==> src/rtl/rv_pkg.sv <==
// shared widths, encodings and stage payloads for the rv_core pipeline
package rv_pkg;

    localparam int unsigned XLEN = 64;

    typedef logic [XLEN-1:0] xlen_t;
    typedef logic [31:0]     inst_t;
    typedef logic [4:0]      reg_addr_t;

    localparam xlen_t RESET_PC = '0;

    // major opcodes of the supported subset
    typedef enum logic [6:0] {
        OP     = 7'b0110011,
        OP_IMM = 7'b0010011,
        LUI    = 7'b0110111,
        LOAD   = 7'b0000011,
        STORE  = 7'b0100011,
        BRANCH = 7'b1100011,
        JAL    = 7'b1101111
    } opcode_e;

    // PASS_B forwards op2 untouched, used by LUI
    typedef enum logic [2:0] {
        ADD,
        SUB,
        AND,
        OR,
        XOR,
        PASS_B
    } alu_op_e;

    typedef struct packed {
        logic  valid;
        xlen_t pc;
        inst_t inst;
    } if_id_t;

    typedef struct packed {
        logic      valid;
        xlen_t     pc;
        xlen_t     op1;
        xlen_t     op2;
        xlen_t     store_data;
        xlen_t     imm;
        reg_addr_t rd;
        logic      reg_wen;
        alu_op_e   alu_op;
        logic      is_load;
        logic      is_store;
        logic      is_branch_eq;
        logic      is_branch_ne;
        logic      is_jal;
    } id_ex_t;

    typedef struct packed {
        logic      valid;
        xlen_t     pc;
        xlen_t     result;
        xlen_t     store_data;
        reg_addr_t rd;
        logic      reg_wen;
        logic      is_load;
        logic      is_store;
    } ex_mem_t;

    typedef struct packed {
        logic      valid;
        xlen_t     pc;
        reg_addr_t rd;
        xlen_t     wdata;
        logic      reg_wen;
    } mem_wb_t;

endpackage

==> src/rtl/decode.sv <==
// instruction decode with immediate generation and operand selection
module decode #(
    parameter int unsigned xlen = rv_pkg::XLEN
) (
    input  rv_pkg::if_id_t    if_id_i,
    output rv_pkg::reg_addr_t rs1_o,
    output rv_pkg::reg_addr_t rs2_o,
    input  rv_pkg::xlen_t     rs1_data_i,
    input  rv_pkg::xlen_t     rs2_data_i,
    output rv_pkg::id_ex_t    id_ex_o
);

    rv_pkg::inst_t     inst;
    rv_pkg::opcode_e   opcode;
    rv_pkg::reg_addr_t rd;
    logic [2:0]        funct3;
    logic [xlen-1:0]   imm_i;
    logic [xlen-1:0]   imm_s;
    logic [xlen-1:0]   imm_b;
    logic [xlen-1:0]   imm_j;
    logic [xlen-1:0]   imm_u;

    assign inst   = if_id_i.inst;
    assign opcode = rv_pkg::opcode_e'(inst[6:0]);
    assign rd     = inst[11:7];
    assign funct3 = inst[14:12];
    assign rs1_o  = inst[19:15];
    assign rs2_o  = inst[24:20];

    // sign-extended immediates
    assign imm_i = {{(xlen-12){inst[31]}}, inst[31:20]};
    assign imm_s = {{(xlen-12){inst[31]}}, inst[31:25], inst[11:7]};
    assign imm_b = {{(xlen-13){inst[31]}}, inst[31], inst[7], inst[30:25], inst[11:8], 1'b0};
    assign imm_j = {{(xlen-21){inst[31]}}, inst[31], inst[19:12], inst[20], inst[30:21], 1'b0};
    assign imm_u = {{(xlen-32){inst[31]}}, inst[31:12], 12'b0};

    always_comb begin
        id_ex_o            = '0;
        id_ex_o.valid      = if_id_i.valid;
        id_ex_o.pc         = if_id_i.pc;
        id_ex_o.op1        = rs1_data_i;
        id_ex_o.op2        = rs2_data_i;
        id_ex_o.store_data = rs2_data_i;
        id_ex_o.rd         = rd;
        case (opcode)
            rv_pkg::OP: begin
                id_ex_o.reg_wen = 1'b1;
                case (funct3)
                    3'b000: id_ex_o.alu_op = inst[30] ? rv_pkg::SUB : rv_pkg::ADD;
                    3'b100: id_ex_o.alu_op = rv_pkg::XOR;
                    3'b110: id_ex_o.alu_op = rv_pkg::OR;
                    3'b111: id_ex_o.alu_op = rv_pkg::AND;
                    default: id_ex_o.reg_wen = 1'b0;
                endcase
            end
            rv_pkg::OP_IMM: begin
                // only ADDI
                id_ex_o.op2     = imm_i;
                id_ex_o.imm     = imm_i;
                id_ex_o.reg_wen = (funct3 == 3'b000);
            end
            rv_pkg::LUI: begin
                id_ex_o.op2     = imm_u;
                id_ex_o.imm     = imm_u;
                id_ex_o.alu_op  = rv_pkg::PASS_B;
                id_ex_o.reg_wen = 1'b1;
            end
            rv_pkg::LOAD: begin
                id_ex_o.op2     = imm_i;
                id_ex_o.imm     = imm_i;
                id_ex_o.is_load = (funct3 == 3'b011);
                id_ex_o.reg_wen = (funct3 == 3'b011);
            end
            rv_pkg::STORE: begin
                id_ex_o.op2      = imm_s;
                id_ex_o.imm      = imm_s;
                id_ex_o.is_store = (funct3 == 3'b011);
            end
            rv_pkg::BRANCH: begin
                id_ex_o.imm          = imm_b;
                id_ex_o.is_branch_eq = (funct3 == 3'b000);
                id_ex_o.is_branch_ne = (funct3 == 3'b001);
            end
            rv_pkg::JAL: begin
                id_ex_o.imm     = imm_j;
                id_ex_o.reg_wen = 1'b1;
                id_ex_o.is_jal  = 1'b1;
            end
            default: begin
                // unsupported opcode travels as a bubble
                id_ex_o.reg_wen = 1'b0;
            end
        endcase
        // x0 writes never reach bypass or commit
        if (rd == '0) begin
            id_ex_o.reg_wen = 1'b0;
        end
    end

endmodule

==> config.mk <==
export PLATFORM = sky130hd
export DESIGN_NAME = decode
export DESIGN_NICKNAME = d
export VERILOG_FILES = /design/src/rtl/rv_pkg.sv /design/src/rtl/decode.sv
export SDC_FILE = /design/constraint.sdc
export NUM_CORES = 1
export LEC_CHECK = 0
export BUFFER_PORTS_ARGS = -buffer_cell sky130_fd_sc_hd__clkbuf_2
export CAP_MARGIN = 10
export CORE_AREA = 10 10 215 217
export DETAILED_ROUTE_END_ITERATION = 12
export DIE_AREA = 0 0 225 227
export GPL_TIMING_DRIVEN = 0
export PLACE_DENSITY = 0.4
export REMOVE_ABC_BUFFERS = 1
export SKIP_LAST_GASP = 1
export SYNTH_ARGS = -nofsm -noshare
export SYNTH_HDL_FRONTEND = slang
export SYNTH_SLANG_ARGS = --single-unit
==> constraint.sdc <==
create_clock -name vclk -period 3.46
set_clock_uncertainty 0.1 [all_clocks]
set_input_delay 0.519 -clock vclk [all_inputs]
set_output_delay 0.519 -clock vclk [all_outputs]
set_load 0.05 [all_outputs]
==> run summary <==
Outcome = finished clean
Tot GR Track Use = 13.3%
# setup viols final = 0
Syn-to-layout area delta = 14.1%
Worst Slack Setup Final = 167 ps
Critical path arrival = 2670 ps
Hold Crit Class = in2out
Routed WL = 37.0 mm
Fin cells = 1034
Placed wire-length estimate = 32.8 mm
Power, Total = 696 µW
Antenna violations before repair = 1
Routed vias = 3353
Vias per cell = 3.24
Nets = 720
Critical path class = in2out
Synth Warn # = 0
CP max stage delay = 610 ps
CP Max Fanout = 33
Ratio of cells with drive above 1 in the final layout = 68.2%
Initial DRC count = 190
Ports = 570
Largest net degree at the start of global routing = 34
Reg area = 0 µm²
Placed Cells incl. Taps = 1030
Critical path launch point type = input pin
Sequential share of the synthesized area = 0%
RSZ-0062 raised after global routing = no
Fillers = 4928
IO buf count = 312
Tmin final = 3290 ps
Pre-Repair DR Iteration Count = 4
Die H = 227 µm
Worst Setup End Kind = output pin
Power per Cell Area = 194 nW/µm²
Actual slew at the worst max-slew pin = 836 ps
Core Area = 41800 µm²
VDD IR-drop max = 58.1 µV
Die Wd = 225 µm
Syn Inst Count = 432
Worst Hold Depth = 0
Final Cycle Share = 95.2%
First-pass GRT wire length = 43.5 mm
Placement Setup Slack = -163 ps
GP Congestion = 0.767
DR DRC count = 0
Post-Synthesis Mean Instance Area = 7.29 µm²
Static leakage power = 2.15 nW
Grt ovf = 0
Highest-delay cell along the critical path = nor2_1
Max_slew headroom = 43.9%
Initial core utilization = 7.54%
Fin. max-slew vios = 0
Max cap viols = 0
Average wire per standard cell = 35.7 µm
Crit-path cells = clkbuf_2 > nand4bb_4 > nor2_1 > and2_1 > o31a_2 > clkbuf_2
Vias in the first global route = 3309
Worst Hold Launch = if_id_i[83]
Worst Path Required = 2840 ps
Synth Cell Area = 3150 µm²
FFs & Latches = 0
Critical Path Most Common Cell = clkbuf_2
Endpoints failing hold = 0
Die area = 51100 µm²
Fmax = 304 MHz
Clkbuf count = 0
Post-route ant nets = 0
Unique masters post-synth = 32
Worst Hold End = id_ex_o[321]
Row count = 75
worst max path at each step:
stage | start | end | slack (ps) | depth (start not counted)
5_1_grt | if_id_i[3] | id_ex_o[77] | 40 | 6
4_1_cts | if_id_i[3] | id_ex_o[45] | 220 | 6
3_3_place_gp | if_id_i[5] | id_ex_o[173] | -5520 | 6
3_5_place_dp | if_id_i[3] | id_ex_o[45] | -160 | 6
6_report | if_id_i[3] | id_ex_o[56] | 170 | 6
2_1_floorplan | if_id_i[1] | id_ex_o[45] | -10910 | 4
repair_timing:
item / 4_1_cts / 5_1_grt
endpoints found under the setup margin: 38 / 0
resized for setup: 2 / 0
buffers inserted: 2 / 0
hold buffers: 0 / 0
logic make-up after synthesis:
group,after synthesis,share of synthesized area (%)
AOI/OAI and AO/OA,103,26.2
buffers and inverters,267,62.3
and+or+nand+nor,62,11.5
cell type report:
cell class         instances  area, µm²  area share (%)
repair buffers           325       1700            47.4
inverters                  3       11.3           0.313
well taps                539        674            18.8
multi-input cells        165       1200            33.4
diodes                     2       5.00           0.139
per-layer routing:
metal,track usage (%),wire length (µm),vias up
met4,0.417,136,14
met3,17.8,10500,16
met2,14.9,12300,488
li1,-,-,1364
met5,8.98,631,-
met1,14.2,13300,1471
report_power, final:
part	switching, mW	total (mW)	internal, mW
Clock	0	0.0000000473	0.0000000473
Sequential	0	0	0
Combinational	0.540	0.696	0.156
Total	0.540	0.696	0.156
synth_stat cells:
library cell    n  area, µm²
a21o_1         55        413
buf_2          13       65.1
nor4_4          1       21.3
o211ai_1        2       15.0
nor2_1         10       37.5
a22o_1         10       87.6
nor2b_1        10       62.6
nand2_1        15       56.3
nor3_1          6       30.0
a22oi_1         4       30.0
nand3b_1        2       15.0
o21ai_0         1       5.00
a21oi_2         2       17.5
buf_6           3       33.8
and3_1          3       18.8
o31a_1          2       17.5
nor4_1          3       18.8
nor3_2          1       10.0
nand4bb_4       1       27.5
or2_1           1       6.26
clkbuf_1        3       11.3
inv_1           3       11.3
nor2_2          1       6.26
a221o_1        20        200
nand2b_1        1       6.26
nand3_1         1       5.00
buf_4         245       1840
a21oi_1         6       30.0
nor3b_1         1       7.51
or3b_2          1       8.76
and2_1          4       25.0
a31o_2          1       8.76
per-stage QoR:
stage | instance area [µm²] | util [%] | TNS [ps] | hold WS (ps)
3_5_place_dp | 3570 | 8.54 | -5390 | 939
4_1_cts | 3590 | 8.59 | 0 | 939
5_1_grt | 3590 | 8.59 | 0 | 938
3_3_place_gp | 3430 | 8.22 | -394000 | 939
2_1_floorplan | 1200 | - | -448680 | 938
6_report | 3590 | 8.60 | 0 | 938
critical path, delay by kind of cell:
| family | cells | cell delay, ps |
|---|---|---|
| AOI/OAI and AO/OA | 1 | 480 |
| buffers and inverters | 2 | 550 |
| and+or+nand+nor | 3 | 1120 |
cells in the final DEF, fill, tap and decap left out, types with 4 or more instances in the layout:
| master | count |
|---|---|
| nand2_1 | 15 |
| buf_4 | 8 |
| a22oi_1 | 4 |
| a22o_1 | 10 |
| a21oi_1 | 5 |
| clkbuf_2 | 312 |
| and2_1 | 4 |
| a21o_1 | 55 |
| nor2b_1 | 10 |
| nor2_1 | 9 |
| a221o_1 | 20 |
| nor3_1 | 6 |
Note: power is estimated with default switching activity, not from simulation.
