===== src/rtl/rv_pkg.sv =====
// shared widths, encodings and stage payloads for the rv_core pipeline
package rv_pkg;

    localparam int unsigned XLEN = 64;

    typedef logic [XLEN-1:0] xlen_t;
    typedef logic [31:0]     inst_t;
    typedef logic [4:0]      reg_addr_t;

    localparam xlen_t RESET_PC = '0;

    // major opcodes of the supported subset
    typedef enum logic [6:0] {
        OP     = 7'b0110011,
        OP_IMM = 7'b0010011,
        LUI    = 7'b0110111,
        LOAD   = 7'b0000011,
        STORE  = 7'b0100011,
        BRANCH = 7'b1100011,
        JAL    = 7'b1101111
    } opcode_e;

    // PASS_B forwards op2 untouched, used by LUI
    typedef enum logic [2:0] {
        ADD,
        SUB,
        AND,
        OR,
        XOR,
        PASS_B
    } alu_op_e;

    typedef struct packed {
        logic  valid;
        xlen_t pc;
        inst_t inst;
    } if_id_t;

    typedef struct packed {
        logic      valid;
        xlen_t     pc;
        xlen_t     op1;
        xlen_t     op2;
        xlen_t     store_data;
        xlen_t     imm;
        reg_addr_t rd;
        logic      reg_wen;
        alu_op_e   alu_op;
        logic      is_load;
        logic      is_store;
        logic      is_branch_eq;
        logic      is_branch_ne;
        logic      is_jal;
    } id_ex_t;

    typedef struct packed {
        logic      valid;
        xlen_t     pc;
        xlen_t     result;
        xlen_t     store_data;
        reg_addr_t rd;
        logic      reg_wen;
        logic      is_load;
        logic      is_store;
    } ex_mem_t;

    typedef struct packed {
        logic      valid;
        xlen_t     pc;
        reg_addr_t rd;
        xlen_t     wdata;
        logic      reg_wen;
    } mem_wb_t;

endpackage


===== src/rtl/rd_write_if.sv =====
// destination register write as seen by bypass and writeback
interface rd_write_if;

    logic              wen;
    rv_pkg::reg_addr_t rd_addr;
    rv_pkg::xlen_t     rd_data;
    rv_pkg::xlen_t     pc;

    modport source (
        output wen,
        output rd_addr,
        output rd_data,
        output pc
    );

    modport sink (
        input wen,
        input rd_addr,
        input rd_data,
        input pc
    );

endinterface


===== src/rtl/execute.sv =====
// ALU, branch and jump resolution, load and store address generation
module execute #(
    parameter int unsigned xlen = rv_pkg::XLEN
) (
    input  rv_pkg::id_ex_t  id_ex_i,
    output rv_pkg::ex_mem_t ex_mem_o,
    output logic            redirect_en_o,
    output rv_pkg::xlen_t   redirect_pc_o,
    rd_write_if.source      ex_bus
);

    logic [xlen-1:0] alu_res;
    logic [xlen-1:0] link_pc;
    logic [xlen-1:0] result;
    logic            operands_eq;
    logic            taken;

    always_comb begin
        case (id_ex_i.alu_op)
            rv_pkg::SUB:    alu_res = id_ex_i.op1 - id_ex_i.op2;
            rv_pkg::AND:    alu_res = id_ex_i.op1 & id_ex_i.op2;
            rv_pkg::OR:     alu_res = id_ex_i.op1 | id_ex_i.op2;
            rv_pkg::XOR:    alu_res = id_ex_i.op1 ^ id_ex_i.op2;
            rv_pkg::PASS_B: alu_res = id_ex_i.op2;
            default:        alu_res = id_ex_i.op1 + id_ex_i.op2;
        endcase
    end

    // branches compare rs1 against the rs2 value carried as store data
    assign operands_eq = (id_ex_i.op1 == id_ex_i.store_data);
    assign taken = (id_ex_i.is_branch_eq && operands_eq)
                 || (id_ex_i.is_branch_ne && !operands_eq)
                 || id_ex_i.is_jal;

    assign redirect_en_o = id_ex_i.valid && taken;
    assign redirect_pc_o = id_ex_i.pc + id_ex_i.imm;

    assign link_pc = id_ex_i.pc + xlen'(4);
    assign result  = id_ex_i.is_jal ? link_pc : alu_res;

    assign ex_mem_o.valid      = id_ex_i.valid;
    assign ex_mem_o.pc         = id_ex_i.pc;
    assign ex_mem_o.result     = result;
    assign ex_mem_o.store_data = id_ex_i.store_data;
    assign ex_mem_o.rd         = id_ex_i.rd;
    assign ex_mem_o.reg_wen    = id_ex_i.reg_wen;
    assign ex_mem_o.is_load    = id_ex_i.is_load;
    assign ex_mem_o.is_store   = id_ex_i.is_store;

    // load data arrives one stage later and hazard_ctrl covers that gap
    assign ex_bus.wen     = id_ex_i.valid && id_ex_i.reg_wen && !id_ex_i.is_load;
    assign ex_bus.rd_addr = id_ex_i.rd;
    assign ex_bus.rd_data = result;
    assign ex_bus.pc      = id_ex_i.pc;

endmodule


===== src/flat_wrapper.sv =====
// flat-port wrapper written by rule: the top's interface ports become plain ports
module execute_flat 
#(
    parameter int unsigned xlen = rv_pkg::XLEN
)
  (id_ex_i, ex_mem_o, redirect_en_o, redirect_pc_o, ex_bus_wen, ex_bus_rd_addr, ex_bus_rd_data, ex_bus_pc);
  rd_write_if ex_bus_i ();
  input  rv_pkg::id_ex_t id_ex_i;
  output rv_pkg::ex_mem_t ex_mem_o;
  output logic redirect_en_o;
  output rv_pkg::xlen_t redirect_pc_o;
  output wire logic [$bits(ex_bus_i.wen)-1:0] ex_bus_wen;
  output wire logic [$bits(ex_bus_i.rd_addr)-1:0] ex_bus_rd_addr;
  output wire logic [$bits(ex_bus_i.rd_data)-1:0] ex_bus_rd_data;
  output wire logic [$bits(ex_bus_i.pc)-1:0] ex_bus_pc;
  assign ex_bus_wen = ex_bus_i.wen;
  assign ex_bus_rd_addr = ex_bus_i.rd_addr;
  assign ex_bus_rd_data = ex_bus_i.rd_data;
  assign ex_bus_pc = ex_bus_i.pc;
  execute #(.xlen(xlen)) u_core (.id_ex_i(id_ex_i), .ex_mem_o(ex_mem_o), .redirect_en_o(redirect_en_o), .redirect_pc_o(redirect_pc_o), .ex_bus(ex_bus_i));
endmodule

===== config.mk =====
export PLATFORM = sky130hd
export DESIGN_NAME = execute_flat
export DESIGN_NICKNAME = d
export VERILOG_FILES = /design/src/rtl/rv_pkg.sv /design/src/rtl/rd_write_if.sv /design/src/rtl/execute.sv /design/src/flat_wrapper.sv
export SDC_FILE = /design/constraint.sdc
export NUM_CORES = 1
export LEC_CHECK = 0
export ABC_AREA = 1
export ABC_CLOCK_PERIOD_IN_PS = 4100
export BUFFER_PORTS_ARGS = -buffer_cell sky130_fd_sc_hd__buf_2
export CORE_AREA = 2 2 289 291
export DETAILED_ROUTE_END_ITERATION = 7
export DIE_AREA = 0 0 291 293
export PLACE_DENSITY = 0.59
export SETUP_SLACK_MARGIN = 0.05
export SYNTH_ARGS = -nofsm -noshare
export SYNTH_HDL_FRONTEND = slang
export SYNTH_SLANG_ARGS = --single-unit

===== constraint.sdc =====
create_clock -name vclk -period 4.1
set_input_delay 0.205 -clock vclk [all_inputs]
set_output_delay 0.205 -clock vclk [all_outputs]
set_load 0.005 [all_outputs]

==> results_dict.tcl <==
set metrics [dict create \
    grt.overflow.total 0 \
    vdd_ir_drop_max_v 0.00008700 \
    fmax_mhz 252.8 \
    crit_path_start_kind "input pin" \
    rows 105 \
    powerDensity_nw_per_um2 150.4 \
    rsz0062_at_grt "yes" \
    p_leak_nw 14.95 \
    synth.distinct_cells 51 \
    slew_viol_final 0 \
    total_power_mw 4.093 \
    layout-drive-gt1-share 0.2571 \
    postCtsHoldBufs 0 \
    start_util 0.2633 \
    antenna_found_initial 13 \
    multi_input_area_um2 17520 \
    nClkBuffers 0 \
    seqPwrFrac 0 \
    period_share 0.9648 \
    max_slew_margin 0.1720 \
    drt-total-wl_mm 124.4 \
    grt_max_degree 57 \
    core_area_um2 81850 \
    swShare 0.6334 \
    pwr-share-comb 1.000 \
    fin_util 0.3324 \
    status "finished, final reports clean" \
    die_h_um 293 \
    crit_family "simple AND/OR/NAND/NOR gates" \
    synthCells 4055 \
    drc 0 \
    fill_cells 9392 \
    cp_num_buf_inv 5 \
    grt_pass1_wl_mm 174.8 \
    portBuffers 718 \
    hold_viol 0 \
    area_growth_pct 26.27 \
    drt_first_pass_iters 5 \
    ant_nets 0 \
    fin_ws_ns 0.1443 \
    avgSynthCellArea_um2 5.314 \
    cap_violations 0 \
    dp_cells 5759 \
    tightest_slew_ns 1.211 \
    critical_path_depth 26 \
    crit_slowest_cell "ha_1" \
    path_common_cell "nand2_1" \
    routedWlPerCell_um 21.50 \
    setup-violations-final 0 \
    grt_usage 0.2742 \
    die_w_um 291 \
    fin_nets 5306 \
    place_congestion 1.069 \
    final.setup.tns_ns 0 \
    ys_seq_area_frac 0 \
    power.internal_mw 1.500 \
    stdcell_count 5785 \
    regArea_um2 0 \
    io_pins 735 \
    crit_arrival_ns 3.75 \
    p_switching_mw 2.592 \
    vias 28480 \
    post-place-ws_ns -0.2562 \
    clockPowerShare 0 \
    ys.warnings.count 0 \
    cp_data_required_time_ns 3.89 \
    cpPeakStageDelay_ns 0.39 \
    drt_iter0_markers 2322 \
    critPathKind "input pin to primary output" \
    critPathCaptureType "primary output" \
    viasPerCell 4.923 \
    yosysTopAreaCell "nand2_1" \
    synthTopCellsByArea "nand2_1 (20%), ha_1 (15%), inv_1 (12%)" \
    crit_fanout 5 \
    worstHoldPathCells 0 \
    dieArea_um2 85260 \
    hold_path.class "input pin to primary output" \
    hpwl_mm 109.9 \
    yosys.area.top_type_share 0.1972 \
    syn_nets 4648 \
    grt_pass1_vias 27340 \
    period_minus_slack_ns 3.956 \
    netlist_area_um2 21550 \
    n_sequential_cell 0 \
]
[routing by layer]
metal,vias to the layer above,track usage,part of all wire
li1,13860,-,-
met1,13170,0.3327,0.40
met2,1202,0.5054,0.49
met3,231,0.02383,0.064
met4,10,0.09187,0.044
met5,-,0,0.00051
[cells by family after synthesis]
| group | Yosys count | synth area share |
|---|---|---|
| XOR/XNOR | 245 | 0.09958 |
| AO/OA/AOI/OAI | 507 | 0.1365 |
| buffers and inverters | 1026 | 0.2269 |
| AND/OR/NAND/NOR | 2019 | 0.3866 |
| adder cells (fa/ha/maj) | 258 | 0.1505 |
[power by group through the flow]
stage | Combinational, mW | Sequential, mW | Clock (mW)
finish | 4.09 | 0 | 0.000000132
global placement | 3.86 | 0 | 0
CTS | 3.92 | 0 | 0
floorplan | 2.18 | 0 | 0
detailed placement | 3.87 | 0 | 0
global route | 4.44 | 0 | 0.0000000652
[worst paths after layout]
| kind | slack [ns] | from | endpoint |
|---|---|---|---|
| hold / removal | 0.41 | id_ex_i[9] | ex_bus_rd_addr[0] |
| setup / recovery | 0.14 | id_ex_i[159] | ex_mem_o[128] |
[cells in the final DEF (no fill, tap or decap), types with 9 or more instances in the layout]
| cell | count |
|---|---|
| buf_6 | 12 |
| nor2_1 | 445 |
| o21ai_1 | 10 |
| a31oi_1 | 18 |
| nand2_2 | 32 |
| xor2_1 | 149 |
| ha_1 | 244 |
| nor3_1 | 51 |
| nor4_1 | 9 |
| buf_2 | 708 |
| a221oi_1 | 20 |
| buf_4 | 251 |
| o21bai_1 | 15 |
| xnor2_1 | 95 |
| a21oi_2 | 28 |
| nor3_2 | 11 |
| nor2_4 | 25 |
| inv_1 | 682 |
| nand4_1 | 60 |
| nand3_2 | 11 |
| o21ai_0 | 154 |
| a2111oi_0 | 39 |
| nand2_1 | 1098 |
| inv_2 | 19 |
| nand3_1 | 186 |
| nor2_2 | 49 |
| nand3b_1 | 9 |
| a21oi_1 | 178 |
[per-stage QoR]
step | cell area [µm²] | hold WS, ns
2_1_floorplan | 21550 | 0.4411
6_report | 27210 | 0.4100
5_1_grt | 27200 | 0.4100
3_3_place_gp | 26130 | 0.4101
4_1_cts | 26300 | 0.4101
3_5_place_dp | 26130 | 0.4101
[repair_timing]
action                                  in CTS  in global routing
endpoints found under the hold margin        0                  0
endpoints found under the setup margin      58                 94
gates resized for setup                     49                206
cloned                                       0                  0
pin swaps                                    7                 70
buffers inserted                             0                 22
[cells in the mapped netlist (all sizes together) (2+ instances only)]
cell and instances:
nor2 519, xor2 150, and3 2, o22ai 4, ha 256, a21oi 207
o211ai 3, a221oi 20, o21bai 15, o21a 4, buf 292, nand3b 9
a2111oi 40, nor4 15, or2 5, nand2 1137, a21boi 6, nand4 62
o2111ai 3, clkbuf 29, o21ai 173, xnor2 95, a21o 4, fa 2
a22oi 4, nor3 67, nand3 201, inv 705, a31oi 20
[area by class of cell]
class | count | area share
timing repair buffer | 977 | 0.2089
inverter | 705 | 0.09762
tap | 1070 | 0.04920
multi-input combinational | 3029 | 0.6440
antenna | 4 | 0.0003679
Note: power is estimated with default switching activity, not from simulation.
