[src/rtl/rv_pkg.sv]
// shared widths, encodings and stage payloads for the rv_core pipeline
package rv_pkg;

    localparam int unsigned XLEN = 64;

    typedef logic [XLEN-1:0] xlen_t;
    typedef logic [31:0]     inst_t;
    typedef logic [4:0]      reg_addr_t;

    localparam xlen_t RESET_PC = '0;

    // major opcodes of the supported subset
    typedef enum logic [6:0] {
        OP     = 7'b0110011,
        OP_IMM = 7'b0010011,
        LUI    = 7'b0110111,
        LOAD   = 7'b0000011,
        STORE  = 7'b0100011,
        BRANCH = 7'b1100011,
        JAL    = 7'b1101111
    } opcode_e;

    // PASS_B forwards op2 untouched, used by LUI
    typedef enum logic [2:0] {
        ADD,
        SUB,
        AND,
        OR,
        XOR,
        PASS_B
    } alu_op_e;

    typedef struct packed {
        logic  valid;
        xlen_t pc;
        inst_t inst;
    } if_id_t;

    typedef struct packed {
        logic      valid;
        xlen_t     pc;
        xlen_t     op1;
        xlen_t     op2;
        xlen_t     store_data;
        xlen_t     imm;
        reg_addr_t rd;
        logic      reg_wen;
        alu_op_e   alu_op;
        logic      is_load;
        logic      is_store;
        logic      is_branch_eq;
        logic      is_branch_ne;
        logic      is_jal;
    } id_ex_t;

    typedef struct packed {
        logic      valid;
        xlen_t     pc;
        xlen_t     result;
        xlen_t     store_data;
        reg_addr_t rd;
        logic      reg_wen;
        logic      is_load;
        logic      is_store;
    } ex_mem_t;

    typedef struct packed {
        logic      valid;
        xlen_t     pc;
        reg_addr_t rd;
        xlen_t     wdata;
        logic      reg_wen;
    } mem_wb_t;

endpackage

[src/rtl/hazard_ctrl.sv]
// pipeline control for jump flushes and load-use stalls
module hazard_ctrl (
    input  logic              clk_i,
    input  logic              reset_i,
    input  rv_pkg::reg_addr_t rs1_i,
    input  rv_pkg::reg_addr_t rs2_i,
    input  logic              ex_is_load_i,
    input  rv_pkg::reg_addr_t ex_rd_i,
    input  logic              redirect_en_i,
    output logic              pc_stall_o,
    output logic              if_id_stall_o,
    output logic              if_id_flush_o,
    output logic              id_ex_flush_o
);

    logic load_use;

    assign load_use = ex_is_load_i && (ex_rd_i != '0)
                    && ((ex_rd_i == rs1_i) || (ex_rd_i == rs2_i));

    // hold fetch and decode, push a bubble into execute
    assign pc_stall_o    = load_use;
    assign if_id_stall_o = load_use;

    // taken branch or jump kills the two younger instructions
    assign if_id_flush_o = redirect_en_i;
    assign id_ex_flush_o = redirect_en_i || load_use;

    // the bubble leaves no load in execute on the next cycle
    a_stall_one_cycle : assert property (
        @(posedge clk_i) disable iff (reset_i)
        pc_stall_o |=> !pc_stall_o
    ) else $error("load-use stall lasted more than one cycle");

endmodule

[config.mk]
export PLATFORM = sky130hd
export DESIGN_NAME = hazard_ctrl
export DESIGN_NICKNAME = d
export VERILOG_FILES = /design/src/rtl/rv_pkg.sv /design/src/rtl/hazard_ctrl.sv
export SDC_FILE = /design/constraint.sdc
export NUM_CORES = 1
export LEC_CHECK = 0
export CAP_MARGIN = 20
export CORE_AREA = 10 10 47 49
export DETAILED_ROUTE_END_ITERATION = 8
export DIE_AREA = 0 0 57 59
export DONT_BUFFER_PORTS = 1
export SETUP_SLACK_MARGIN = 0.5
export SYNTH_ARGS = -nofsm -noshare
export SYNTH_HDL_FRONTEND = slang
export SYNTH_SLANG_ARGS = --single-unit
export TNS_END_PERCENT = 5
[constraint.sdc]
create_clock -name vclk -period 3.2
set_clock_uncertainty 0.2 [all_clocks]
set_input_delay 0.64 -clock vclk [all_inputs]
set_output_delay 0.64 -clock vclk [all_outputs]
set_load 0.01 [all_outputs]
==> results.md, run 1 <==
- Hold buffers post-CTS: 0
- Number of buffer and inverter stages on the critical path: 0
- Reg area: 0 µm²
- Finish-stage setup viols: 0
- Initial standard-cell utilization of the core: 11.1%
- Number of port buffers: 0
- Overall fraction of global-route tracks in use: 2.97%
- Commonest cells after routing, fill and taps aside: 10 x sky130_fd_sc_hd__xor2_1, 3 x sky130_fd_sc_hd__nor2_1, 2 x sky130_fd_sc_hd__nor3_1
- Unrepaired setup endpoints after global routing: false
- Overall via count from detail_route: 126
- Headroom to the max-slew limit: 74.1%
- Worst hold path depth: 0
- Kind of critical path: input port to primary output
- Placeable Area: 1400 µm²
- Launch instance of the worst min-delay path: redirect_en_i
- # Max-Cap Violations: 0
- Critical path launch point: ex_rd_i[3]
- Mapped cell area: 155 µm²
- Required @ worst endpoint: 2.36 ns
- Number of fill cells: 173
- Worst-case vdd ir drop: 10.4 µV
- Fmax achieved: 434 MHz
- Most common library cell in the layout ignoring fill and taps: sky130_fd_sc_hd__xor2_1
- Cell depth of the worst setup path: 4
- Synth Net Count: 40
- Vias in the first global route: 133
- Total instance count after detailed placement: 35
- Biggest cell delay along the critical path: 0.35 ns
- Number of gates resized after CTS: 0
- Critical path cell sequence: xor2_1 > nor3_1 > a22oi_1 > nor2_1
- Synth cell types: 8
- Worst min-delay path class: input port to primary output
- Number of cells produced by synthesis: 21
- Crit share post-route: 72.1%
- Setup tns final: 0 ns
- Number of antenna violations at the first check in global routing: 0
- Post-detailed-route wirelength per cell: 15.1 µm
- Pins Over Slew Limit: 0
- Total inserted antenna cells: 0
- Final Hold Slack: 1.08 ns
- First-iteration detailed-routing DRC count: 2
- Total Routed Length: 527 µm
- Share of final-layout standard cells stronger than drive strength 1: 5.26%
- Number of iterations in the first detailed-routing pass: 3
- Non-Filler Instances: 35
- Area post-placement: 160 µm²
- Largest net degree at the start of global routing: 4
- Number of hold violations in the final report: 0
- Leakage: 0.0559 nW
- Cell area power density: 91.4 nW/µm²
- Post CTS Setup Buffer Count: 0
- Remaining number of nets flagged by the antenna check after routing: 0
- Synthesis-to-finish area growth: 3.23%
- Fin area: 160 µm²
- Total grt overflow: 0
- Warning count from the yosys run: 0
- Crit path launch type: input port
- Die Outline Area: 3360 µm²
- Critical path arrival: 1.47 ns
- Share of synthesized area occupied by flip-flops and latches: 0%
- Seq Cell Count: 0
- Element type at the critical path end: primary output
- Status: finished, final reports clean
- Largest fanout of any net on the critical path: 3
- Minimum clock period after layout: 2.31 ns
- Slowest CP cell: sky130_fd_sc_hd__nor2_1
- Wire length of the first global-routing pass: 786 µm
- Layout net count: 40
- Average vias per placed instance: 3.60
- Delay-heaviest family, CP: simple AND/OR/NAND/NOR gates
- Worst Max-Slew Pin Slew: 0.388 ns
- Final Core Density: 11.4%
- Placer congestion estimate: 0.547
- Horizontal die dimension: 57 µm
- Number of clock buffers in the layout: 0
- DRC errors left: 0
- Site row count: 14
- Number of ports placed on the die boundary: 23
- Mean instance size in the synthesized netlist: 7.39 µm²
- Die boundary height: 59 µm
[synth_stat cells]
library cell / number / share of area [%]
sky130_fd_sc_hd__a22oi_1: 1 / 4.8
sky130_fd_sc_hd__buf_4: 2 / 9.7
sky130_fd_sc_hd__nor2_1: 3 / 7.3
sky130_fd_sc_hd__nor3_1: 2 / 6.5
sky130_fd_sc_hd__o21ai_2: 1 / 5.6
sky130_fd_sc_hd__o21bai_1: 1 / 4.8
sky130_fd_sc_hd__or4_1: 1 / 4.8
sky130_fd_sc_hd__xor2_1: 10 / 56
[worst paths after layout]
check,to,slack (ns)
setup / recovery,pc_stall_o,0.89
hold / removal,if_id_flush_o,1.08
[metrics by stage]
stage | setup slack, ns | power [mW]
5_1_grt | 0.778 | 0.0170
6_report | 0.893 | 0.0146
2_1_floorplan | 0.819 | 0.0153
4_1_cts | 0.855 | 0.0150
3_3_place_gp | 0.849 | 0.0147
3_5_place_dp | 0.859 | 0.0150
[cell type report]
class / instances / area (µm²) / share of cell area, %
tap: 16 / 20.0 / 12.5
multi-input combinational: 19 / 140 / 87.5
[power by group]
part | switching, mW | internal [mW]
clock | 0 | 0
sequential | 0 | 0
combinational | 0.00665 | 0.00799
total | 0.00665 | 0.00799
[kinds of logic after synthesis]
kind of cell | share of synthesized area, %
XOR/XNOR | 56.4
buffers and inverters | 9.67
AO/OA/AOI/OAI | 15.3
AND/OR/NAND/NOR | 18.5
[per-layer routing]
| layer | wire, µm | GRT usage (%) | up-vias |
|---|---|---|---|
| met5 | 0 | 0 | - |
| met1 | 103 | 1.76 | 55 |
| met4 | 0 | 0 | 0 |
| li1 | - | - | 65 |
| met3 | 91 | 2.58 | 0 |
| met2 | 332 | 6.51 | 6 |
Note: power is estimated with default switching activity, not from simulation.
==> run 2: changes to the inputs <==
Settings changed: ABC_AREA set to 1.
Clock period 3.2 ns to 2.39 ns, I/O delays scaled along.
==> run 2 against run 1 <==
  * Global-route usage rose by 0.52 points
  * Cell count up 100%
  * Combinational power is 88% higher
  * Clock-buffer cell count did not move
  * Worst hold slack lost 0.32 ns
  * Routed wire length increased by 21%
  * Die area unchanged
  * Core utilization up 5.5 points
  * Critical path type unchanged
==> results.md, run 2 <==
- Status: finished, final reports clean
- Number of antenna violations at the first check in global routing: 0
- Final Hold Slack: 0.756 ns
- Non-Filler Instances: 70
- Total Routed Length: 638 µm
- Placeable Area: 1400 µm²
- Largest net degree at the start of global routing: 5
- Initial standard-cell utilization of the core: 16.6%
- Synth Net Count: 75
- Placer congestion estimate: 0.621
- Worst-case vdd ir drop: 32.3 µV
- Element type at the critical path end: primary output
- Total instance count after detailed placement: 70
- Reg area: 0 µm²
- Number of iterations in the first detailed-routing pass: 4
- Headroom to the max-slew limit: 85.7%
- Number of ports placed on the die boundary: 23
- Overall fraction of global-route tracks in use: 3.49%
- Post CTS Setup Buffer Count: 0
- Number of port buffers: 0
- Post-detailed-route wirelength per cell: 9.11 µm
- Minimum clock period after layout: 1.75 ns
- Number of gates resized after CTS: 0
- Most common library cell in the layout ignoring fill and taps: sky130_fd_sc_hd__nand2_1
- Worst min-delay path class: input port to primary output
- Crit share post-route: 73.2%
- Cell with the most instances after synthesis: sky130_fd_sc_hd__nand2_1
- Horizontal die dimension: 57 µm
- Area occupied by multi-input gates: 158 µm²
- Share of final-layout standard cells stronger than drive strength 1: 0%
- # Max-Cap Violations: 0
- Fmax achieved: 571 MHz
- Number of hold violations in the final report: 0
- Overall via count from detail_route: 259
- Fin area: 238 µm²
- First-iteration detailed-routing DRC count: 10
- Share of synthesized area occupied by flip-flops and latches: 0%
- Cell type contributing the most total cell area after synthesis: sky130_fd_sc_hd__nand2_1
- Warning count from the yosys run: 0
- Cell area power density: 116 nW/µm²
- Share of the synthesized area in the top cell type: 41.9%
- Mean instance size in the synthesized netlist: 4.16 µm²
- Site row count: 14
- Average vias per placed instance: 3.70
- Total grt overflow: 0
- Remaining number of nets flagged by the antenna check after routing: 0
- Worst setup slack before clock tree synthesis: 0.611 ns
- Crit path launch type: input port
- Leakage: 0.190 nW
- Required @ worst endpoint: 1.71 ns
- Hold buffers post-CTS: 0
- Area post-placement: 238 µm²
- Finish-stage setup viols: 0
- Commonest cells after routing, fill and taps aside: 26 x sky130_fd_sc_hd__nand2_1, 16 x sky130_fd_sc_hd__inv_1, 6 x sky130_fd_sc_hd__nor2_1
- Total inserted antenna cells: 0
- Seq Cell Count: 0
- Unrepaired setup endpoints after global routing: false
- Number of cells produced by synthesis: 56
- Mapped cell area: 233 µm²
- Synth cell types: 7
- Largest fanout of any net on the critical path: 3
- Number of clock buffers in the layout: 0
- Post-layout worst setup margin: 0.640 ns
- Dominant cells by area after synthesis: sky130_fd_sc_hd__nand2_1 42%, sky130_fd_sc_hd__inv_1 26%, sky130_fd_sc_hd__nor2_1 9.7%
- Kind of critical path: input port to primary output
- Wire length of the first global-routing pass: 1.01 mm
- Pins Over Slew Limit: 0
- Critical path arrival: 1.07 ns
- Most instantiated cells after synthesis: 26 x sky130_fd_sc_hd__nand2_1, 16 x sky130_fd_sc_hd__inv_1, 6 x sky130_fd_sc_hd__nor2_1
- Number of fill cells: 172
- Layout net count: 75
- Synthesis-to-finish area growth: 2.15%
- Vias in the first global route: 244
- Worst Max-Slew Pin Slew: 0.212 ns
- Die Outline Area: 3360 µm²
- Total power: 0.0275 mW
- Setup tns final: 0 ns
- Final Core Density: 17.0%
- DRC errors left: 0
- Die boundary height: 59 µm
## run 2: cell types whose count changed after synthesis, moves of 2 or more
| cell | change |
|---|---|
| sky130_fd_sc_hd__xnor2_1 | +2 |
| sky130_fd_sc_hd__nor2_1 | +3 |
| sky130_fd_sc_hd__xor2_1 | -10 |
| sky130_fd_sc_hd__nand3_1 | +3 |
| sky130_fd_sc_hd__nand2_1 | +26 |
| sky130_fd_sc_hd__inv_1 | +16 |
## run 2: cell type report
| class | count | share of cell area, % |
|---|---|---|
| well taps | 16 | 8.42 |
| multi-input cells | 38 | 66.3 |
| inverters | 16 | 25.3 |
## run 2: cell families (layout without fill, tap and decap cells)
kind of cell | count (synthesis) | in the layout | synth area share, %
buf+inv | 18 | 16 | 32.3
xor+xnor | 2 | 2 | 7.53
simple gates | 36 | 36 | 60.2
## run 2: critical path, cell delays in order
cell                      delay, ns
sky130_fd_sc_hd__inv_1         0.04
sky130_fd_sc_hd__nand2_1       0.05
sky130_fd_sc_hd__nand2_1       0.05
sky130_fd_sc_hd__nor2_1        0.10
sky130_fd_sc_hd__nand3_1       0.07
sky130_fd_sc_hd__nand2_1       0.06
sky130_fd_sc_hd__nand2_1       0.06
sky130_fd_sc_hd__inv_1         0.16
## run 2: power by group
group	switching (mW)	internal [mW]	total (mW)
clock network	0	0	0
registers	0	0	0
logic	0.0152	0.0123	0.0275
## run 2: worst paths after layout
path	startpoint	end	slack (ns)	cells after the start
max	ex_rd_i[1]	if_id_stall_o	0.64	8
min	redirect_en_i	if_id_flush_o	0.76	0
## run 2: routing by layer
layer  global-route usage, %  share of wire (%)  vias up
li1                        -                  -      150
met1                    3.99                 35       97
met2                    5.89                 46       12
met3                    1.93                 19        0
met4                       0                  0        0
met5                       0                  0        -
==> run 3: changes to the inputs <==
Clock period 2.39 ns to 1.7 ns, I/O delays scaled along.
==> run 3 against run 2 <==
  * Sequential share of layout area unchanged
  * Worst hold slack worse by 0.28 ns
  * Clock-buffer cell count unchanged
  * Flip-flop and latch count unchanged
  * Die area unchanged
  * Design area up 23%
  * Critical path depth down 1
  * Global-route usage up 0.31 points
  * Largest cell class unchanged
  * Largest power group unchanged
==> results.md, run 3 (synthesized netlist as in run 2, its figures left out) <==
- Status: finished, final reports clean
- Switching power: 0.0249 mW
- Largest fanout of any net on the critical path: 2
- Non-Filler Instances: 70
- Overall via count from detail_route: 271
- Total instance count after detailed placement: 70
- Worst setup slack before clock tree synthesis: 0.201 ns
- Headroom to the max-slew limit: 91.5%
- Final Core Density: 20.9%
- # Max-Cap Violations: 0
- Die Outline Area: 3360 µm²
- Crit share post-route: 84.3%
- Comb pwr share: 100.0%
- Critical path launch point: rs2_i[0]
- Cell-internal power: 0.0241 mW
- Total grt overflow: 0
- Hold buffers post-CTS: 0
- Pins Over Slew Limit: 0
- Met3 routing resource usage after global routing: 2.36%
- Post CTS Setup Buffer Count: 0
- Finish-stage setup viols: 0
- Die boundary height: 59 µm
- Worst Setup EP: id_ex_flush_o
- Number of hold violations in the final report: 0
- Number of clock buffers in the layout: 0
- Worst Max-Slew Pin Slew: 0.127 ns
- Switching power as a share of total power: 50.8%
- Fmax achieved: 698 MHz
- DRC errors left: 0
- Crit path launch type: input port
- Unrepaired setup endpoints after global routing: true
- Share of final-layout standard cells stronger than drive strength 1: 29.6%
- Number of antenna violations at the first check in global routing: 0
- Kind of critical path: input port to primary output
- Total Routed Length: 729 µm
- Commonest cells after routing, fill and taps aside: 19 x sky130_fd_sc_hd__nand2_1, 10 x sky130_fd_sc_hd__inv_1, 7 x sky130_fd_sc_hd__nand2_2
- Element type at the critical path end: primary output
- Area occupied by multi-input gates: 190 µm²
- Met1 demand-to-capacity share in global routing: 4.00%
- Required @ worst endpoint: 1.16 ns
- Seq pwr share: 0%
- Overall fraction of global-route tracks in use: 3.79%
- First-iteration detailed-routing DRC count: 5
- Vias in the first global route: 268
- Cell area power density: 167 nW/µm²
- Synthesis-to-finish area growth: 25.8%
- Minimum clock period after layout: 1.43 ns
- Global-route layer with the greatest usage: met2
- Worst min-delay path class: input port to primary output
- Number of fill cells: 182
- Setup tns final: 0 ns
- Placer congestion estimate: 0.752
- GR Util met2: 6.67%
- Largest net degree at the start of global routing: 5
- Total inserted antenna cells: 0
- Clock share of power: 0%
- Initial standard-cell utilization of the core: 16.6%
- Leakage: 0.189 nW
- Post-detailed-route wirelength per cell: 10.4 µm
- Post-layout worst setup margin: 0.266 ns
- Critical path arrival: 0.89 ns
- Layout net count: 75
- Post-DP HPWL: 644 µm
- Placeable Area: 1400 µm²
- Seq Cell Count: 0
- Worst-case vdd ir drop: 47.8 µV
- Remaining number of nets flagged by the antenna check after routing: 0
- Average vias per placed instance: 3.87
- Site row count: 14
- Number of iterations in the first detailed-routing pass: 2
- Most common library cell in the layout ignoring fill and taps: sky130_fd_sc_hd__nand2_1
- Reg area: 0 µm²
- Number of ports placed on the die boundary: 23
- Number of port buffers: 0
- Horizontal die dimension: 57 µm
- Wire length of the first global-routing pass: 1.11 mm
## run 3: cell types whose count changed in the layout (fill, tap and decap cells not counted), moves of 2 or more
cell                      before  now
sky130_fd_sc_hd__nor2_1        6    4
sky130_fd_sc_hd__inv_2         0    2
sky130_fd_sc_hd__nand2_1      26   19
sky130_fd_sc_hd__inv_4         0    2
sky130_fd_sc_hd__inv_1        16   10
sky130_fd_sc_hd__nand2_2       0    7
## run 3: power groups by stage
stage	logic [mW]	registers [mW]	clock network [mW]
after detailed placement	0.0404	0	0
after floorplan	0.0397	0	0
after global routing	0.0570	0	0
after global placement	0.0392	0	0
final	0.0489	0	0
after CTS	0.0462	0	0
## run 3: layer usage
| layer | vias to the layer above | wire length, µm |
|---|---|---|
| met5 | - | 0 |
| met4 | 0 | 0 |
| met3 | 0 | 118 |
| met2 | 9 | 384 |
| met1 | 112 | 226 |
| li1 | 150 | - |
## run 3: critical path: stages
cell and delay [ns]:
sky130_fd_sc_hd__nor2_4 0.07, sky130_fd_sc_hd__nor2_1 0.04, sky130_fd_sc_hd__nor2_1 0.11, sky130_fd_sc_hd__nand3_1 0.08
sky130_fd_sc_hd__nand2_1 0.08, sky130_fd_sc_hd__nand2_2 0.08, sky130_fd_sc_hd__nand2_2 0.09
## run 3: layout make-up
class | instances | area share, %
Inverter | 16 | 28.2
Multi-Input combinational cell | 38 | 65.0
Tap cell | 16 | 6.84
## run 3: worst min-delay path by stage
stage / slack [ns] / depth (start not counted) / from / end
floorplan: 0.57 / 1 / redirect_en_i / if_id_flush_o
global placement: 0.48 / 0 / redirect_en_i / if_id_flush_o
detailed placement: 0.48 / 0 / redirect_en_i / if_id_flush_o
CTS: 0.48 / 0 / redirect_en_i / if_id_flush_o
global route: 0.48 / 0 / redirect_en_i / if_id_flush_o
finish: 0.48 / 0 / redirect_en_i / if_id_flush_o
## run 3: per-stage QoR
step           total power [mW]  hold slack (ns)  cell area (µm²)
2_1_floorplan            0.0397            0.572              244
3_3_place_gp             0.0392            0.480              245
4_1_cts                  0.0462            0.480              280
6_report                 0.0489            0.480              293
3_5_place_dp             0.0404            0.480              245
5_1_grt                  0.0570            0.480              293
## run 3: timing repair
item / CTS / global route
endpoints found under the setup margin: 3 / 3
pin swaps: 9 / 18
resized for setup: 14 / 8
