==> src/rtl/rv_pkg.sv <==
// shared widths, encodings and stage payloads for the rv_core pipeline
package rv_pkg;

    localparam int unsigned XLEN = 64;

    typedef logic [XLEN-1:0] xlen_t;
    typedef logic [31:0]     inst_t;
    typedef logic [4:0]      reg_addr_t;

    localparam xlen_t RESET_PC = '0;

    // major opcodes of the supported subset
    typedef enum logic [6:0] {
        OP     = 7'b0110011,
        OP_IMM = 7'b0010011,
        LUI    = 7'b0110111,
        LOAD   = 7'b0000011,
        STORE  = 7'b0100011,
        BRANCH = 7'b1100011,
        JAL    = 7'b1101111
    } opcode_e;

    // PASS_B forwards op2 untouched, used by LUI
    typedef enum logic [2:0] {
        ADD,
        SUB,
        AND,
        OR,
        XOR,
        PASS_B
    } alu_op_e;

    typedef struct packed {
        logic  valid;
        xlen_t pc;
        inst_t inst;
    } if_id_t;

    typedef struct packed {
        logic      valid;
        xlen_t     pc;
        xlen_t     op1;
        xlen_t     op2;
        xlen_t     store_data;
        xlen_t     imm;
        reg_addr_t rd;
        logic      reg_wen;
        alu_op_e   alu_op;
        logic      is_load;
        logic      is_store;
        logic      is_branch_eq;
        logic      is_branch_ne;
        logic      is_jal;
    } id_ex_t;

    typedef struct packed {
        logic      valid;
        xlen_t     pc;
        xlen_t     result;
        xlen_t     store_data;
        reg_addr_t rd;
        logic      reg_wen;
        logic      is_load;
        logic      is_store;
    } ex_mem_t;

    typedef struct packed {
        logic      valid;
        xlen_t     pc;
        reg_addr_t rd;
        xlen_t     wdata;
        logic      reg_wen;
    } mem_wb_t;

endpackage

==> src/rtl/rd_write_if.sv <==
// destination register write as seen by bypass and writeback
interface rd_write_if;

    logic              wen;
    rv_pkg::reg_addr_t rd_addr;
    rv_pkg::xlen_t     rd_data;
    rv_pkg::xlen_t     pc;

    modport source (
        output wen,
        output rd_addr,
        output rd_data,
        output pc
    );

    modport sink (
        input wen,
        input rd_addr,
        input rd_data,
        input pc
    );

endinterface

==> src/rtl/mem_access.sv <==
// data memory access and writeback data select
module mem_access #(
    parameter int unsigned xlen = rv_pkg::XLEN
) (
    input  rv_pkg::ex_mem_t ex_mem_i,
    output logic            dmem_ren_o,
    output logic            dmem_wen_o,
    output rv_pkg::xlen_t   dmem_addr_o,
    output rv_pkg::xlen_t   dmem_wdata_o,
    input  rv_pkg::xlen_t   dmem_rdata_i,
    output rv_pkg::mem_wb_t mem_wb_o,
    rd_write_if.source      mem_bus
);

    logic [xlen-1:0] wdata;

    assign dmem_ren_o   = ex_mem_i.valid && ex_mem_i.is_load;
    assign dmem_wen_o   = ex_mem_i.valid && ex_mem_i.is_store;
    assign dmem_addr_o  = ex_mem_i.result;
    assign dmem_wdata_o = ex_mem_i.store_data;

    assign wdata = ex_mem_i.is_load ? dmem_rdata_i : ex_mem_i.result;

    assign mem_wb_o.valid   = ex_mem_i.valid;
    assign mem_wb_o.pc      = ex_mem_i.pc;
    assign mem_wb_o.rd      = ex_mem_i.rd;
    assign mem_wb_o.wdata   = wdata;
    assign mem_wb_o.reg_wen = ex_mem_i.reg_wen;

    assign mem_bus.wen     = ex_mem_i.valid && ex_mem_i.reg_wen;
    assign mem_bus.rd_addr = ex_mem_i.rd;
    assign mem_bus.rd_data = wdata;
    assign mem_bus.pc      = ex_mem_i.pc;

    // decode must never mark one instruction as both load and store
    a_rw_exclusive : assert final (!(dmem_ren_o && dmem_wen_o))
        else $error("data memory read and write enabled together");

endmodule

==> src/flat_wrapper.sv <==
// flat-port wrapper written by rule: the top's interface ports become plain ports
module mem_access_flat 
#(
    parameter int unsigned xlen = rv_pkg::XLEN
)
  (ex_mem_i, dmem_ren_o, dmem_wen_o, dmem_addr_o, dmem_wdata_o, dmem_rdata_i, mem_wb_o, mem_bus_wen, mem_bus_rd_addr, mem_bus_rd_data, mem_bus_pc);
  rd_write_if mem_bus_i ();
  input  rv_pkg::ex_mem_t ex_mem_i;
  output logic dmem_ren_o;
  output logic dmem_wen_o;
  output rv_pkg::xlen_t dmem_addr_o;
  output rv_pkg::xlen_t dmem_wdata_o;
  input  rv_pkg::xlen_t dmem_rdata_i;
  output rv_pkg::mem_wb_t mem_wb_o;
  output wire logic [$bits(mem_bus_i.wen)-1:0] mem_bus_wen;
  output wire logic [$bits(mem_bus_i.rd_addr)-1:0] mem_bus_rd_addr;
  output wire logic [$bits(mem_bus_i.rd_data)-1:0] mem_bus_rd_data;
  output wire logic [$bits(mem_bus_i.pc)-1:0] mem_bus_pc;
  assign mem_bus_wen = mem_bus_i.wen;
  assign mem_bus_rd_addr = mem_bus_i.rd_addr;
  assign mem_bus_rd_data = mem_bus_i.rd_data;
  assign mem_bus_pc = mem_bus_i.pc;
  mem_access #(.xlen(xlen)) u_core (.ex_mem_i(ex_mem_i), .dmem_ren_o(dmem_ren_o), .dmem_wen_o(dmem_wen_o), .dmem_addr_o(dmem_addr_o), .dmem_wdata_o(dmem_wdata_o), .dmem_rdata_i(dmem_rdata_i), .mem_wb_o(mem_wb_o), .mem_bus(mem_bus_i));
endmodule
==> config.mk <==
export PLATFORM = sky130hd
export DESIGN_NAME = mem_access_flat
export DESIGN_NICKNAME = d
export VERILOG_FILES = /design/src/rtl/rv_pkg.sv /design/src/rtl/rd_write_if.sv /design/src/rtl/mem_access.sv /design/src/flat_wrapper.sv
export SDC_FILE = /design/constraint.sdc
export NUM_CORES = 1
export LEC_CHECK = 0
export ABC_AREA = 0
export BUFFER_PORTS_ARGS = -buffer_cell sky130_fd_sc_hd__buf_2
export CAP_MARGIN = 10
export CORE_AREA = 3 3 255 257
export DETAILED_ROUTE_END_ITERATION = 10
export DIE_AREA = 0 0 258 260
export SLEW_MARGIN = 20
export SYNTH_ARGS = -nofsm -noshare
export SYNTH_HDL_FRONTEND = slang
export SYNTH_SLANG_ARGS = --single-unit
==> constraint.sdc <==
create_clock -name vclk -period 1.9
set_input_delay 0.095 -clock vclk [all_inputs]
set_output_delay 0.095 -clock vclk [all_outputs]
set_load 0.005 [all_outputs]
==> results of run 1 <==
## layout by cell type (no fill, tap or decap), drive strengths merged
cell	n
and2	3
buf	333
diode	5
mux2	64
## cell families after synthesis
group	after synthesis	synth area share
buffers and inverters	339	0.735
muxes	64	0.259
and+or+nand+nor	3	0.00538
## metal layers
layer | up-vias | GRT usage | wire length, um
met5 | - | 0 | 0
met1 | 1045 | 0.0489 | 6270
met2 | 438 | 0.110 | 11200
li1 | 943 | - | -
met3 | 96 | 0.0454 | 4550
met4 | 0 | 0.0401 | 1780
## power by group through the flow
stage / logic (uW) / registers, uW / clock network, uW
after floorplan: 871 / 0 / 0
after global routing: 956 / 0 / 0.000287
after CTS: 919 / 0 / 0
after detailed placement: 915 / 0 / 0
after global placement: 916 / 0 / 0
final: 887 / 0 / 0.000381
## path summary, 6_finish.rpt
kind / endpoint / cells past startpoint / start / slack, ns
min: dmem_wdata_o[53] / 0 / ex_mem_i[61] / 0.19
max: mem_wb_o[62] / 4 / ex_mem_i[1] / 0.56
## layout make-up
type / instances / area (um^2) / share of cell area
Timing Repair Buffer: 333 / 1700 / 0.461
Antenna cell: 5 / 12.5 / 0.00338
Tap cell: 846 / 1060 / 0.286
Multi-Input combinational cell: 67 / 923 / 0.250
## cell usage after synthesis
cell type / number / area, um^2
buf_4: 332 / 2490
mux2_2: 15 / 169
mux2_4: 49 / 736
and2_1: 3 / 18.8
buf_6: 6 / 67.6
buf_2: 1 / 5.00
## worst max-delay path, cell delays in order
cell,delay (ns)
buf_4,0.24
buf_12,0.26
mux2_2,0.44
buf_2,0.17
## metrics by stage
stage / power (uW) / utilization
final: 887 / 0.0587
after global routing: 956 / 0.0587
after CTS: 919 / 0.0585
after detailed placement: 915 / 0.0585
after global placement: 916 / 0.0585
after floorplan: 871 / -
==> metrics.cfg, run 1 <==
[synth]
netlist_area_um2=3490
syn_nets=671
synthDistinctLibCells=6
ys_seq_area_frac=0
synthCells=406
syn_area_per_cell_um2=8.59
yosys_warnings=0

[global_routing]
grt_first_pass_wirelength_mm=27.1
grt_start_max_net_pins=29
overflow=0
antenna_found_initial=4
grt_pass1_vias=2372
gr-usage-all-layers=0.0626

[sta]
hold_viol_final=0
tns_ns=0
maxSlewHeadroom=0.812
worst_slack_ns=0.558
fin_crit_ns=1.34
worst_pin_slew_ns=0.285
hold_slack_ns=0.190
fmax_ghz=0.745
grt_setup_unrepaired=no
finalSetupViolCount=0
drv_slew=0
min_period_over_period=0.706

[route]
drcViolationCount=0
routed_wl_mm=23.8
wl_per_cell_um=19.0
vias=2522
dr.pass1.iters=4
drtIter0Drc=52
via_per_inst=2.02
ant_nets=0

[power]
netSwitchingPower_uw=447
leakage_uw=0.00180
power.share.switching=0.504
internal-power_uw=440
p_comb_frac=1.000
ir_drop_uv=48.6
clkPwrFrac=0
p_seq_frac=0
power.density_nw_per_um2=240

[cells_and_area]
seq_cell_count=0
final_cell_count_no_fill=1251
clkbuf_count=0
final_area_um2=3700
final_nets=667
nFillCells=7468
drive_above_1_share=0.993
final-seq-area_um2=0
syn_to_final_growth_pct=6.03

[clock_network]
postCtsSetupBuffers=0
ctsResizeCount=0
postCtsHoldBufs=0

[placed_design]
dpl.hpwl_mm=22.1
post-place-ws_ns=0.549
gp_congestion=0.688
place_inst=1246
port_buffers=329
placedInstanceArea_um2=3690

[worst_setup_path]
end_kind=output pin
critPathMaxFanout=28
arrival_ns=1.25
required_ns=1.80
worst_setup_path_start_kind=input pin
path_class=in -> out

[floorplanning]
die_area_um2=67100
row_count=92
ios=664
die-height_um=260
core_um2=63000
start_util=0.0554
die_w_um=258

[run]
cap_violations=0

[run_status]
status=finished, final reports clean

[hold_path]
timing.hold.worst.class=in -> out

Power figures use the tool's default switching activity.
==> inputs of run 2 (changes only) <==
CORE_AREA = 3 3 257 259   (was 3 3 255 257)
DIE_AREA = 0 0 260 262   (was 0 0 258 260)
clock period = 1.4 ns   (was 1.9 ns; I/O delays follow)
==> metrics.cfg, run 2 (synthesis results as in run 1) <==
[route]
drtIter0Drc=67  ; was 52
via_per_inst=2.00  ; was 2.02
ant_nets=0  ; unchanged
dr.pass1.iters=4  ; unchanged
routed_wl_mm=24.8  ; was 23.8 mm
wl_per_cell_um=19.7  ; was 19.0 um
vias=2508  ; was 2,522
drcViolationCount=0  ; unchanged

[floorplanning]
core_um2=64100  ; was 63,000 um^2
row_count=93  ; was 92
start_util=0.0544  ; was 0.0554
die_area_um2=68100  ; was 67,100 um^2
die_w_um=260  ; was 258 um
die-height_um=262  ; was 260 um
ios=664  ; unchanged

[cells_and_area]
seq_cell_count=0  ; unchanged
final-seq-area_um2=0  ; unchanged
final_common_cell=buf_2  ; unchanged
final_nets=666  ; was 667
clkbuf_count=0  ; unchanged
final_cell_mix=328 x buf_2, 49 x mux2_4, 15 x mux2_2  ; unchanged
syn_to_final_growth_pct=5.92  ; was 6.03%
drive_above_1_share=0.992  ; was 0.993

[power]
leakage_uw=0.00179  ; was 0.00180 uW
internal-power_uw=598  ; was 440 uW
ir_drop_uv=63.7  ; was 48.6 uV
p_seq_frac=0  ; about the same
p_comb_frac=1.000  ; about the same
power.density_nw_per_um2=339  ; was 240 nW/um^2
power.share.switching=0.523  ; was 0.504
clkPwrFrac=0  ; about the same
netSwitchingPower_uw=656  ; was 447 uW

[global_routing]
gr-usage-all-layers=0.0636  ; was 0.0626
grt_first_pass_wirelength_mm=27.4  ; was 27.1 mm
antenna_found_initial=3  ; was 4
overflow=0  ; unchanged
grt_pass1_vias=2308  ; was 2,372
grt_start_max_net_pins=34  ; was 29

[placed_design]
gp_congestion=0.657  ; was 0.688
dpl.hpwl_mm=22.9  ; was 22.1 mm
port_buffers=329  ; unchanged

[clock_network]
postCtsSetupBuffers=0  ; unchanged
postCtsHoldBufs=0  ; unchanged
ctsResizeCount=0  ; unchanged

[worst_setup_path]
required_ns=1.33  ; was 1.80 ns
end_kind=output pin  ; unchanged
arrival_ns=1.08  ; was 1.25 ns
worst_setup_path_start_kind=input pin  ; unchanged
critPathMaxFanout=33  ; was 28
path_class=in -> out  ; unchanged

[sta]
min_period_over_period=0.821
drv_slew=0  ; unchanged
fin_crit_ns=1.15
fmax_ghz=0.870
worst_pin_slew_ns=0.280  ; was 0.285 ns
grt_setup_unrepaired=no  ; unchanged
finalSetupViolCount=0  ; unchanged
hold_slack_ns=0.140  ; was 0.190 ns
maxSlewHeadroom=0.813  ; was 0.812
tns_ns=0  ; unchanged
hold_viol_final=0  ; unchanged

[hold_path]
timing.hold.worst.class=in -> out  ; unchanged
hold_depth=0  ; unchanged

[run_status]
status=finished, final reports clean  ; unchanged

[run]
cap_violations=0  ; unchanged

==> run 2: cell types whose count changed in the layout (fill, tap and decap cells not counted) <==
cell | previous run | this run
diode_2 | 5 | 2
buf_4 | 3 | 2
==> run 2: critical path: stages <==
cell    delay [ns]
buf_4         0.12
buf_12        0.24
mux2_2        0.38
buf_2         0.21
==> run 2: area by class of cell <==
class	count	area, um^2
antenna	2	5.00
fill	7620	60400
multi-input combinational	67	923
tap	855	1070
timing repair buffer	332	1700
==> run 2: power groups by stage <==
stage | Combinational [uW] | Clock (uW) | Sequential, uW
final | 1250 | 0.000228 | 0
after global routing | 1360 | 0 | 0
after CTS | 1310 | 0 | 0
after detailed placement | 1300 | 0 | 0
after global placement | 1300 | 0 | 0
after floorplan | 1180 | 0 | 0
==> run 2: final timing paths <==
kind | start | endpoint | slack [ns]
setup / recovery | ex_mem_i[1] | mem_wb_o[5] | 0.25
hold / removal | ex_mem_i[37] | dmem_wdata_o[29] | 0.14
==> run 2: per-layer routing <==
| metal | vias up | wire length, um | track usage |
|---|---|---|---|
| met1 | 1051 | 8250 | 0.0628 |
| met4 | 4 | 1310 | 0.0297 |
| met3 | 97 | 3610 | 0.0310 |
| met5 | - | 31 | 0 |
| li1 | 941 | - | - |
| met2 | 415 | 11600 | 0.112 |
==> run 2: stage by stage <==
step | cells | total power [uW] | util | setup WS (ns) | instance area (um^2)
after global placement | 1254 | 1300 | 0.0575 | 0.231 | 3690
after CTS | 1254 | 1310 | 0.0575 | 0.237 | 3690
final | 1256 | 1250 | 0.0576 | 0.250 | 3690
after detailed placement | 1254 | 1300 | 0.0575 | 0.238 | 3690
after global routing | 1254 | 1360 | 0.0575 | 0.209 | 3690
after floorplan | 406 | 1180 | - | 0.521 | 3490
==> inputs of run 3 (changes only) <==
ABC_AREA = 1   (was 0)
CORE_AREA = 3 3 259 261   (was 3 3 257 259)
DIE_AREA = 0 0 262 264   (was 0 0 260 262)
clock period = 1 ns   (was 1.4 ns; I/O delays follow)
==> metrics.cfg, run 3 <==
[power]
leakage_uw=0.00211  ; was 0.00179 uW
power_uw=1690  ; was 1250 uW
ir_drop_uv=177  ; was 63.7 uV
power.density_nw_per_um2=436  ; was 339 nW/um^2

[synth]
synthCells=544  ; was 406
syn_area_per_cell_um2=6.14  ; was 8.59 um^2
yosys.area.top_type=buf_4  ; unchanged
yosys-top-cells-count=332 x buf_4, 195 x nand2_1, 7 x buf_2, 6 x buf_6, 3 x inv_1  ; was 332 x buf_4, 49 x mux2_4, 15 x mux2_2, 6 x buf_6, 3 x and2_1
synthDistinctLibCells=6  ; unchanged
yosysMostFrequentCell=buf_4  ; unchanged
ys_seq_area_frac=0  ; unchanged
synth_top_area_frac=0.746  ; was 0.714
syn_nets=809  ; was 671
yosys_warnings=0  ; unchanged
synth.area.top_cells=buf_4 75%, nand2_1 22%, buf_6 2.0%  ; was buf_4 71%, mux2_4 21%, mux2_2 4.8%
netlist_area_um2=3340  ; was 3490 um^2

[global_routing]
overflow=0  ; unchanged
grt_first_pass_wirelength_mm=27.7  ; was 27.4 mm
grt_start_max_net_pins=33  ; was 34
grt_pass1_vias=2675  ; was 2,308
antenna_found_initial=6  ; was 3
gr-usage-all-layers=0.0628  ; was 0.0636

[route]
via_per_inst=2.19  ; was 2.00
dr.pass1.iters=4  ; unchanged
routed_wl_mm=26.9  ; was 24.8 mm
vias=3078  ; was 2,508
ant_nets=0  ; unchanged
drtIter0Drc=65  ; was 67
drcViolationCount=0  ; unchanged
wl_per_cell_um=19.1  ; was 19.7 um

[run_status]
status=finished, final reports clean  ; unchanged

[sta]
worst_pin_slew_ns=0.230  ; was 0.280 ns
fmax_ghz=1.06
finalSetupViolCount=0  ; unchanged
worst_slack_ns=0.0567  ; was 0.250 ns
hold_viol_final=0  ; unchanged
maxSlewHeadroom=0.847  ; was 0.813
drv_slew=0  ; unchanged
min_period_over_period=0.943
fin_crit_ns=0.943

[floorplanning]
core_um2=64700  ; was 64,100 um^2
ios=664  ; unchanged
die-height_um=264  ; was 262 um
start_util=0.0517  ; was 0.0544
row_count=93  ; unchanged
die_area_um2=69200  ; was 68,100 um^2
die_w_um=262  ; was 260 um

[placed_design]
placedInstanceArea_um2=3680  ; was 3690 um^2
dpl.hpwl_mm=22.8  ; was 22.9 mm
gp_congestion=0.707  ; was 0.657
port_buffers=329  ; unchanged
post-place-ws_ns=-0.237  ; was 0.238 ns

[cells_and_area]
nFillCells=7727  ; was 7,620
syn_to_final_growth_pct=15.8  ; was 5.92%
final-seq-area_um2=0  ; unchanged
final_area_um2=3870  ; was 3690 um^2
final_cell_mix=322 x buf_2, 189 x nand2_1, 12 x buf_4  ; was 328 x buf_2, 49 x mux2_4, 15 x mux2_2
multi_input_area_um2=752  ; was 923 um^2
seq_cell_count=0  ; unchanged
final_nets=816  ; was 666
drive_above_1_share=0.650  ; was 0.992
final_common_cell=buf_2  ; unchanged
clkbuf_count=0  ; unchanged

[run]
cap_violations=0  ; unchanged

[worst_setup_path]
arrival_ns=0.89  ; was 1.08 ns
required_ns=0.95  ; was 1.33 ns
worst_setup_path_start_kind=input pin  ; unchanged
path_class=in -> out  ; unchanged
critPathMaxFanout=8  ; was 33
end_kind=output pin  ; unchanged

[hold_path]
timing.hold.worst.class=in -> out  ; unchanged

[clock_network]
postCtsHoldBufs=0  ; unchanged

==> run 3: kinds of logic after synthesis <==
logic type,share of synthesized area
buf+inv,0.781
simple gates,0.219
==> run 3: cell type report <==
class	count	share of cell area
repair buffers	350	0.521
inverters	4	0.00711
well taps	855	0.276
diodes	2	0.00129
multi-input cells	195	0.194
==> run 3: path summary, 6_finish.rpt <==
| path | from | to | cells after the start |
|---|---|---|---|
| worst max-delay path | ex_mem_i[1] | mem_bus_rd_data[24] | 7 |
| worst min-delay path | ex_mem_i[175] | mem_bus_pc[39] | 0 |
==> run 3: worst max-delay path, stage by stage <==
cell     delay, ns
buf_12        0.13
buf_12        0.15
buf_4         0.16
buf_4         0.15
nand2_1       0.05
nand2_1       0.06
buf_2         0.14
==> run 3: through the flow <==
step	utilization	setup TNS, ns	std cells	hold WS [ns]
finish	0.0598	0	1406	0.100
global route	0.0597	-0.0188	1404	0.100
CTS	0.0572	-0.0410	1398	0.100
detailed placement	0.0569	-0.534	1398	0.100
global placement	0.0569	-0.502	1398	0.100
floorplan	-	0	544	0.172
==> run 3: metal layers <==
layer,vias to the layer above,share of wire,GRT usage
met4,0,0.041,0.0226
met5,-,0,0
met1,1210,0.28,0.0413
met2,482,0.46,0.117
met3,74,0.22,0.0592
li1,1312,-,-
==> run 3: what timing repair did <==
action                     CTS  global route
setup buffers                0             2
setup endpoints to repair    7            46
pin swaps                    0             2
hold endpoints to repair     0             0
gates cloned                 0             4
resized for setup            6            16
==> run 3: report_power, final <==
part | leakage, uW | internal (uW) | switching, uW | total [uW]
Sequential | 0 | 0 | 0 | 0
Combinational | 0.00211 | 779 | 909 | 1690
Clock | 0.0000000127 | 0.000232 | 0 | 0.000232
Total | 0.00211 | 779 | 909 | 1690
